<file path="src/common/fpAddPkg.sv">
`default_nettype none

package fpAddPkg;

	// ----------------------------------------
	// lane geometry
	// ----------------------------------------
	localparam int laneCount = 4;
	localparam int expWidth = 8;
	localparam int fracWidth = 23;

	// hidden one included
	localparam int sigWidth = fracWidth + 1;

	// sign and carry on top of the significand
	localparam int sumWidth = sigWidth + 2;

	// all ones exponent, inf and nan
	localparam int expMax = 255;

	// ----------------------------------------
	// pipeline and tag
	// ----------------------------------------
	localparam int pipeLatency = 8;
	localparam int dstWidth = 5;

	// ----------------------------------------
	// types
	// ----------------------------------------
	typedef logic [31:0] laneWord;

	// extra top bit shows overflow and underflow of the exponent
	typedef logic [expWidth:0] expValue;

	// quiet nan with a clear sign bit
	localparam laneWord canonicalNan = 32'h7fff_ffff;

endpackage

`default_nettype wire
</file>
<file path="src/common/sumIf.sv">
`timescale 1ns/100ps
`default_nettype none

interface sumIf;
	import fpAddPkg::*;

	// magnitude of the signed sum, top bit always clear
	logic [sumWidth-1:0] magnitude;
	logic sumSign;
	expValue expCommon;
	logic isNan;
	logic isInf;
	logic infSign;

	modport src (output magnitude, sumSign, expCommon, isNan, isInf, infSign);
	modport dst (input magnitude, sumSign, expCommon, isNan, isInf, infSign);

endinterface

`default_nettype wire

</file>
<file path="src/common/alignIf.sv">
`timescale 1ns/100ps
`default_nettype none

interface alignIf;
	import fpAddPkg::*;

	expValue expCommon;
	logic [sigWidth-1:0] sigA;
	logic [sigWidth-1:0] sigB;
	logic signA;
	logic signB;
	logic isNan;
	logic isInf;
	logic infSign;
	logic bothZero;

	modport src (output expCommon, sigA, sigB, signA, signB, isNan, isInf, infSign, bothZero);
	modport dst (input expCommon, sigA, sigB, signA, signB, isNan, isInf, infSign, bothZero);

endinterface

`default_nettype wire

</file>
<file path="src/logic/fpAdd128Top.sv">
`timescale 1ns/100ps
`default_nettype none

module fpAdd128Top (
	input logic CLK,
	input logic rstN,
	input logic act,
	input logic sub,
	input logic [127:0] opA,
	input logic [127:0] opB,
	input logic [fpAddPkg::dstWidth-1:0] dstIn,
	output logic rdy,
	output logic [fpAddPkg::dstWidth-1:0] dstOut,
	output logic [127:0] result,
	output logic [3:0] nanFlags,
	output logic [3:0] infFlags,
	output logic [3:0] zeroFlags
);
	import fpAddPkg::*;

	// ----------------------------------------
	// four independent binary32 lanes
	// ----------------------------------------
	for (genvar k = 0; k < laneCount; k++) begin : gLane
		fpAddLane uLane (
			.CLK (CLK),
			.opA (opA[32*k +: 32]),
			.opB (opB[32*k +: 32]),
			.sub (sub),
			.laneResult (result[32*k +: 32]),
			.nan (nanFlags[k]),
			.inf (infFlags[k]),
			.zero (zeroFlags[k])
		);
	end

	// valid and tag, same latency as the lanes
	tagPipe uTagPipe (
		.CLK (CLK),
		.rstN (rstN),
		.act (act),
		.dstIn (dstIn),
		.rdy (rdy),
		.dstOut (dstOut)
	);

endmodule

`default_nettype wire

</file>
<file path="src/logic/tagPipe.sv">
`timescale 1ns/100ps
`default_nettype none

module tagPipe (
	input logic CLK,
	input logic rstN,
	input logic act,
	input logic [fpAddPkg::dstWidth-1:0] dstIn,
	output logic rdy,
	output logic [fpAddPkg::dstWidth-1:0] dstOut
);
	import fpAddPkg::*;

	logic [pipeLatency-1:0] validPipe;
	logic [dstWidth-1:0] tagStage [pipeLatency];

	always_ff @(posedge CLK or negedge rstN) begin
		if (!rstN)
			validPipe <= '0;
		else
			validPipe <= {validPipe[pipeLatency-2:0], act};
	end

	// tags ride beside the valid bits
	always_ff @(posedge CLK) begin
		tagStage[0] <= dstIn;
		for (int i = 1; i < pipeLatency; i++) begin
			tagStage[i] <= tagStage[i-1];
		end
	end

	assign rdy = validPipe[pipeLatency-1];
	assign dstOut = tagStage[pipeLatency-1];

endmodule

`default_nettype wire

</file>
<file path="src/lane/fpAddLane.sv">
`timescale 1ns/100ps
`default_nettype none

module fpAddLane (
	input logic CLK,
	input fpAddPkg::laneWord opA,
	input fpAddPkg::laneWord opB,
	input logic sub,
	output fpAddPkg::laneWord laneResult,
	output logic nan,
	output logic inf,
	output logic zero
);

	// three stage groups chained through two interfaces
	alignIf alignBus ();
	sumIf sumBus ();

	// stages 1-2
	operandAlign uAlign (
		.CLK (CLK),
		.opA (opA),
		.opB (opB),
		.sub (sub),
		.alignBus (alignBus.src)
	);

	// stages 3-5
	signedMantissaAdder uAdder (
		.CLK (CLK),
		.alignBus (alignBus.dst),
		.sumBus (sumBus.src)
	);

	// stages 6-8
	resultNormalizer uNorm (
		.CLK (CLK),
		.sumBus (sumBus.dst),
		.laneResult (laneResult),
		.nan (nan),
		.inf (inf),
		.zero (zero)
	);

endmodule

`default_nettype wire

</file>
<file path="src/lane/resultNormalizer.sv">
`timescale 1ns/100ps
`default_nettype none

module resultNormalizer (
	input logic CLK,
	sumIf.dst sumBus,
	output fpAddPkg::laneWord laneResult,
	output logic nan,
	output logic inf,
	output logic zero
);
	import fpAddPkg::*;

	logic [4:0] leadPos;

	logic [sumWidth-2:0] mag6;
	logic [4:0] lead6;
	expValue exp6;
	logic sign6, zero6;
	logic [2:0] flags6;

	logic [sumWidth-2:0] shifted;

	logic [sigWidth-1:0] norm7;
	expValue exp7;
	logic sign7, zero7;
	logic [2:0] flags7;

	logic overflow, underflow;

	// highest set bit of the magnitude
	always_comb begin
		leadPos = '0;
		for (int i = 0; i < sumWidth - 1; i++) begin
			if (sumBus.magnitude[i])
				leadPos = 5'(i);
		end
	end

	// ----------------------------------------
	// stage 6 registers the leading one
	// ----------------------------------------
	always_ff @(posedge CLK) begin
		mag6 <= sumBus.magnitude[sumWidth-2:0];
		lead6 <= leadPos;
		exp6 <= sumBus.expCommon;
		sign6 <= sumBus.sumSign;
		zero6 <= ~|sumBus.magnitude;
		flags6 <= {sumBus.isNan, sumBus.isInf, sumBus.infSign};
	end

	// leading one moves to the top and the low bits drop off
	assign shifted = mag6 << (5'(sigWidth) - lead6);

	// stage 7 normalizes and moves the exponent with the leading one
	always_ff @(posedge CLK) begin
		norm7 <= shifted[sumWidth-2:1];
		exp7 <= exp6 + expValue'(lead6) - expValue'(sigWidth - 1);
		sign7 <= sign6;
		zero7 <= zero6;
		flags7 <= flags6;
	end

	// top bit set means the exponent went negative
	assign overflow = ~exp7[expWidth] && (exp7 >= expValue'(expMax));
	assign underflow = exp7[expWidth] || (exp7 == '0);

	// ----------------------------------------
	// stage 8 packs the result
	// ----------------------------------------
	always_ff @(posedge CLK) begin
		nan <= 1'b0;
		inf <= 1'b0;
		zero <= 1'b0;
		if (flags7[2]) begin
			laneResult <= canonicalNan;
			nan <= 1'b1;
		end else if (flags7[1] || overflow) begin
			laneResult <= {flags7[1] ? flags7[0] : sign7, expWidth'(expMax), fracWidth'(0)};
			inf <= 1'b1;
		end else if (zero7 || underflow) begin
			// flush to +0
			laneResult <= '0;
			zero <= 1'b1;
		end else begin
			laneResult <= {sign7, exp7[expWidth-1:0], norm7[fracWidth-1:0]};
		end
	end

endmodule

`default_nettype wire

</file>
<file path="src/lane/signedMantissaAdder.sv">
`timescale 1ns/100ps
`default_nettype none

module signedMantissaAdder (
	input logic CLK,
	alignIf.dst alignBus,
	sumIf.src sumBus
);
	import fpAddPkg::*;

	logic [sumWidth-1:0] extA, extB;

	logic [sumWidth-1:0] negA3, negB3;
	expValue exp3;
	logic [2:0] flags3;

	logic [sumWidth-1:0] sum4;
	expValue exp4;
	logic [2:0] flags4;

	assign extA = sumWidth'(alignBus.sigA);
	assign extB = sumWidth'(alignBus.sigB);

	// ----------------------------------------
	// stage 3 negates the operands with the sign set
	// ----------------------------------------
	always_ff @(posedge CLK) begin
		negA3 <= alignBus.signA ? -extA : extA;
		negB3 <= alignBus.signB ? -extB : extB;
		// two zero operands carry no exponent
		exp3 <= alignBus.bothZero ? '0 : alignBus.expCommon;
		flags3 <= {alignBus.isNan, alignBus.isInf, alignBus.infSign};
	end

	// stage 4 adds
	always_ff @(posedge CLK) begin
		sum4 <= negA3 + negB3;
		exp4 <= exp3;
		flags4 <= flags3;
	end

	// ----------------------------------------
	// stage 5 takes magnitude and sign
	// ----------------------------------------
	always_ff @(posedge CLK) begin
		sumBus.magnitude <= sum4[sumWidth-1] ? -sum4 : sum4;
		// a zero sum has a clear top bit so cancellation gives +0
		sumBus.sumSign <= sum4[sumWidth-1];
		sumBus.expCommon <= exp4;
		sumBus.isNan <= flags4[2];
		sumBus.isInf <= flags4[1];
		sumBus.infSign <= flags4[0];
	end

endmodule

`default_nettype wire

</file>
<file path="src/lane/operandAlign.sv">
`timescale 1ns/100ps
`default_nettype none

module operandAlign (
	input logic CLK,
	input fpAddPkg::laneWord opA,
	input fpAddPkg::laneWord opB,
	input logic sub,
	alignIf.src alignBus
);
	import fpAddPkg::*;

	logic [expWidth-1:0] expAIn, expBIn;
	logic [fracWidth-1:0] fracAIn, fracBIn;

	logic signA1, signB1;
	logic [expWidth-1:0] expA1, expB1;
	logic [fracWidth-1:0] fracA1, fracB1;
	logic nanA1, nanB1, infA1, infB1, zeroA1, zeroB1;
	logic [expWidth-1:0] shiftA1, shiftB1;

	logic [sigWidth-1:0] sigAFull, sigBFull;

	assign expAIn = opA[fracWidth +: expWidth];
	assign expBIn = opB[fracWidth +: expWidth];
	assign fracAIn = opA[fracWidth-1:0];
	assign fracBIn = opB[fracWidth-1:0];

	// ----------------------------------------
	// stage 1: unpack and classify
	// ----------------------------------------
	always_ff @(posedge CLK) begin
		signA1 <= opA[31];
		signB1 <= opB[31] ^ sub;
		expA1 <= expAIn;
		expB1 <= expBIn;
		fracA1 <= fracAIn;
		fracB1 <= fracBIn;
		nanA1 <= (expAIn == expWidth'(expMax)) && (fracAIn != '0);
		nanB1 <= (expBIn == expWidth'(expMax)) && (fracBIn != '0);
		infA1 <= (expAIn == expWidth'(expMax)) && (fracAIn == '0);
		infB1 <= (expBIn == expWidth'(expMax)) && (fracBIn == '0);
		// subnormals count as zero
		zeroA1 <= (expAIn == '0);
		zeroB1 <= (expBIn == '0);
		// only the smaller operand gets a shift
		shiftA1 <= (expAIn < expBIn) ? expBIn - expAIn : '0;
		shiftB1 <= (expBIn < expAIn) ? expAIn - expBIn : '0;
	end

	// no hidden one for a zero operand
	assign sigAFull = zeroA1 ? '0 : {1'b1, fracA1};
	assign sigBFull = zeroB1 ? '0 : {1'b1, fracB1};

	// ----------------------------------------
	// stage 2: align and resolve specials
	// ----------------------------------------
	always_ff @(posedge CLK) begin
		alignBus.sigA <= (shiftA1 >= expWidth'(sigWidth)) ? '0 : sigAFull >> shiftA1;
		alignBus.sigB <= (shiftB1 >= expWidth'(sigWidth)) ? '0 : sigBFull >> shiftB1;
		alignBus.expCommon <= expValue'((expA1 >= expB1) ? expA1 : expB1);
		alignBus.signA <= signA1;
		alignBus.signB <= signB1;
		// inf - inf is invalid
		alignBus.isNan <= nanA1 | nanB1 | (infA1 & infB1 & (signA1 ^ signB1));
		alignBus.isInf <= ~(nanA1 | nanB1) & (infA1 | infB1) & ~(infA1 & infB1 & (signA1 ^ signB1));
		alignBus.infSign <= infA1 ? signA1 : signB1;
		alignBus.bothZero <= zeroA1 & zeroB1;
	end

endmodule

`default_nettype wire

</file>
<file path="config.mk">
export PLATFORM = sky130hd
export DESIGN_NAME = fpAdd128Top
export DESIGN_NICKNAME = d
export VERILOG_FILES = /design/src/common/fpAddPkg.sv /design/src/common/sumIf.sv /design/src/common/alignIf.sv /design/src/logic/fpAdd128Top.sv /design/src/logic/tagPipe.sv /design/src/lane/fpAddLane.sv /design/src/lane/resultNormalizer.sv /design/src/lane/signedMantissaAdder.sv /design/src/lane/operandAlign.sv
export SDC_FILE = /design/constraint.sdc
export NUM_CORES = 2
export LEC_CHECK = 0
export BUFFER_PORTS_ARGS = -buffer_cell sky130_fd_sc_hd__buf_2
export CAP_MARGIN = 40
export CORE_ASPECT_RATIO = 0.7
export CORE_MARGIN = 2
export CORE_UTILIZATION = 35
export CTS_BUF_LIST = sky130_fd_sc_hd__clkbuf_4 sky130_fd_sc_hd__clkbuf_8
export DETAILED_ROUTE_END_ITERATION = 16
export SLEW_MARGIN = 25
export SYNTH_ARGS = -nofsm -noshare
export SYNTH_HDL_FRONTEND = slang
export SYNTH_HIERARCHICAL = 1
export SYNTH_SLANG_ARGS = --single-unit
</file>
<file path="constraint.sdc">
create_clock -name CLK -period 2.5 [get_ports CLK]
set_input_delay 0.125 -clock CLK [delete_from_list [all_inputs] [get_ports CLK]]
set_output_delay 0.125 -clock CLK [all_outputs]
set_load 0.03 [all_outputs]
</file>
==> qor.yml <==
timing:
  min_period_over_period: 1.06
  whs_ns: 0.156
  rsz0062_at_grt: "yes"
  finClkSkew_ns: 0.0411
  hold_viol: 0
  setup_viol: 24
  fmax_ghz: 0.376
  fin_ws_ns: -0.159
  relSlewSlack: 0.444
  min_period_ns: 2.66
  tightest_slew_ns: 0.833
  slew_violations: 0
yosys:
  synth_top_area_cell: "dfxtp_1"
  netlist_instances: 6598
  synth_top_area_share: 0.483
  yosysSeqAreaShare: 0.486
  synth_edf_count: 0
  synthFlopType: "dfxtp_1"
  syn_area_um2: 68600
  yosys_warnings: 6
  synth.distinct_cells: 106
  synth_area_leaders: "dfxtp_1, xnor2_1, ha_1"
  async_flop_share: 0.00481
  avgSynthCellArea_um2: 10.4
  ys_ff_latch: 1664
  synth_nets: 7139
routing:
  drc: 0
  routed_wl_mm: 179
  num_vias: 52900
  ant_nets: 0
  drtIter0Drc: 3917
  first_pass_iters: 7
  wl_per_cell_um: 17.0
  via_per_inst: 5.02
placement:
  dp_hpwl_mm: 130
  port_buffers: 410
  placed_area_um2: 73900
  place.gp.congestion: 0.915
setup_path:
  start_kind: "flip-flop"
  worst_setup_path_end_kind: "flip-flop"
  worstPathArrival_ns: 3.43
  crit_fanout: 4
  cp.required_ns: 3.27
  path_class: "reg2reg"
layout:
  drive_above_1_share: 0.187
  final_cell_area_um2: 85500
  num-nets-final: 8284
  syn_to_final_growth_pct: 24.7
clock_tree:
  path_clk_slew_ns: 0.06
  cts_tree: "built"
  clock_sinks: 1664
  clock_path_buffers: 4
  numCtsBuffers: 268
  clock_latency_ns: 0.88
  root_buffer: "clkbuf_8"
  htree_num_levels: 5
power:
  p_comb_frac: 0.415
  power_frac_clock: 0.225
  switching_power_mw: 40.8
  power_frac_seq: 0.361
  power_density_nw_per_um2: 1280
  ir_drop_uv: 745
  p_leak_nw: 36.3
  p_int_mw: 68.5
  p_sw_frac: 0.373
grt:
  grt_pass1_vias: 51900
  antenna_found_initial: 10
  grt_pass1_wl_mm: 284
  track_usage: 0.173
  overflow: 0
  grt_max_degree: 35
floorplan:
  die_h_um: 374
  die_x_um: 533
  core_area_um2: 194000
  rows: 135
  ios: 411
  initial_core_util: 0.353
  dieArea_um2: 200000
status:
  run_status: "complete, but fails checks"
  violations: "setup timing"
run:
  drv_cap: 0
hold_path:
  hp-class: "in2reg"
## layout make-up
cell class,count,area [µm²]
Clock buffer,383,4950
Clock inverter,76,733
Timing Repair Buffer,1133,8940
Tap cell,2603,3260
Antenna cell,5,12.5
Fill cell,18100,109000
Inverter,280,1050
Multi-Input combinational cell,4396,33200
Sequential cell,1664,33400
## what timing repair did
action	CTS	global route
endpoints found under the hold margin	358	1
endpoints found under the setup margin	32	67
setup buffers	2	6
resized for setup	29	70
pin swaps	3	14
hold buffers	530	1
## worst max-delay path: stages, from the launching register on
cell     delay [ns]
dfxtp_2        0.32
or4_4          0.54
or3_4          0.35
or4_4          0.50
or4_4          0.49
o41ai_4        0.24
xnor2_1        0.16
## per-stage QoR
| stage | utilization | TNS, ns | instances | setup slack, ns | total power [mW] |
|---|---|---|---|---|---|
| 5_1_grt | 0.441 | -3.11 | 10500 | -0.205 | 116 |
| 4_1_cts | 0.438 | -1.74 | 10500 | -0.129 | 109 |
| 3_5_place_dp | 0.381 | -1.91 | 9527 | -0.135 | 83.0 |
| 3_3_place_gp | 0.381 | -1.05 | 9524 | -0.100 | 82.5 |
| 2_1_floorplan | - | -0.576 | 6598 | -0.0695 | 71.1 |
| 6_report | 0.441 | -1.77 | 10500 | -0.159 | 109 |
## placed cells by master, fill, tap and decap left out, drive strengths merged, types with 16 or more instances in the layout
cell type    count
or3             58
a211oi          89
o221ai          19
nand3          103
xor2            56
ha             260
xnor2          386
o22ai           52
and2            44
o21bai          28
clkbuf         384
a2111oi         16
dlygate4sd3    531
and3            39
a21boi          18
nor2b          118
buf            601
o31ai           87
clkinv          44
nand4           68
dfxtp         1656
o21a            29
nor2           509
nand2b          94
o41ai           52
nand2          429
fa              16
o21ai          320
a21oi          235
inv            289
a21o           178
nor4           100
or4             60
a31oi           47
mux4           135
mux2i          218
mux2           114
o211ai          37
a22oi           28
nor3           155
## worst paths after layout
check,from,to,slack [ns],cells past startpoint
worst min register to register,gLane[2].uLane/uAdder/exp4[8],gLane[2].uLane/uAdder/sumBus.expCommon[8],0.30,0
worst min-delay path,opA[38],gLane[1].uLane/uAlign/infA1,0.16,5
worst max register to register,gLane[1].uLane/uAlign/alignBus.sigB[5],gLane[1].uLane/uAdder/negB3[20],-0.16,6
worst max-delay path,gLane[1].uLane/uAlign/alignBus.sigB[5],gLane[1].uLane/uAdder/negB3[20],-0.16,6
min in group asynchronous,rstN,uTagPipe/validPipe[0],0.25,3
max in group asynchronous,rstN,uTagPipe/validPipe[7],1.98,3
## metal layers
layer	GRT usage	wire [µm]	up-vias	part of all wire
met5	0	0	-	0
met4	0.0476	3890	0	0.022
met3	0.0314	10700	275	0.060
met2	0.262	77600	1709	0.43
met1	0.249	87000	25000	0.49
li1	-	-	25900	-
## cells in the mapped netlist, drive strengths merged (44+ instances only)
library cell	count
mux4	135
nand4	68
nand2b	94
o41ai	52
and2	44
buf	148
a21o	178
o31ai	87
nor2	509
mux2i	218
xor2	56
mux2	114
nand3	103
nor2b	118
nor3	155
dfxtp	1656
o21ai	320
a31oi	47
nor4	100
inv	279
nand2	429
o22ai	52
clkbuf	110
a211oi	89
a21oi	235
xnor2	386
ha	260
or4	60
or3	58
## registers in the layout, indices dropped and copies added (netlist names), 40 cells and up
signal                               count
gLane.uLane/uAlign/fracB1               92
gLane.uLane/uAlign/alignBus.sigB        96
gLane.uLane/uAdder/sumBus.magnitude    104
gLane.uLane/uNorm/norm7                 92
gLane.uLane/uAlign/alignBus.sigA        96
gLane.uLane/uAlign/fracA1               92
uTagPipe/tagStage                       40
gLane.uLane/uNorm/laneResult           128
gLane.uLane/uAdder/negB3               104
gLane.uLane/uNorm/mag6                  96
gLane.uLane/uAdder/sum4                104
gLane.uLane/uAdder/negA3               104
## kinds of logic (layout without fill, tap and decap cells)
logic type	after synthesis	count (layout)	synth area share
muxes	467	467	0.0966
AOI/OAI and AO/OA	1366	1366	0.136
buffers and inverters	538	1872	0.0364
xor gates and xnor gates	442	442	0.0569
DFF	1664	1664	0.486
other	4	9	0.000219
adders and majority gates	276	276	0.0521
and+or+nand+nor	1841	1841	0.135
## power groups by stage
stage	Sequential [mW]	Combinational, mW	Clock, mW
6_report	39.4	45.3	24.6
5_1_grt	40.2	49.7	26.5
4_1_cts	39.6	44.0	25.3
3_5_place_dp	40.1	42.9	0
3_3_place_gp	39.8	42.6	0
2_1_floorplan	39.3	31.8	0
Power figures use the tool's default switching activity.
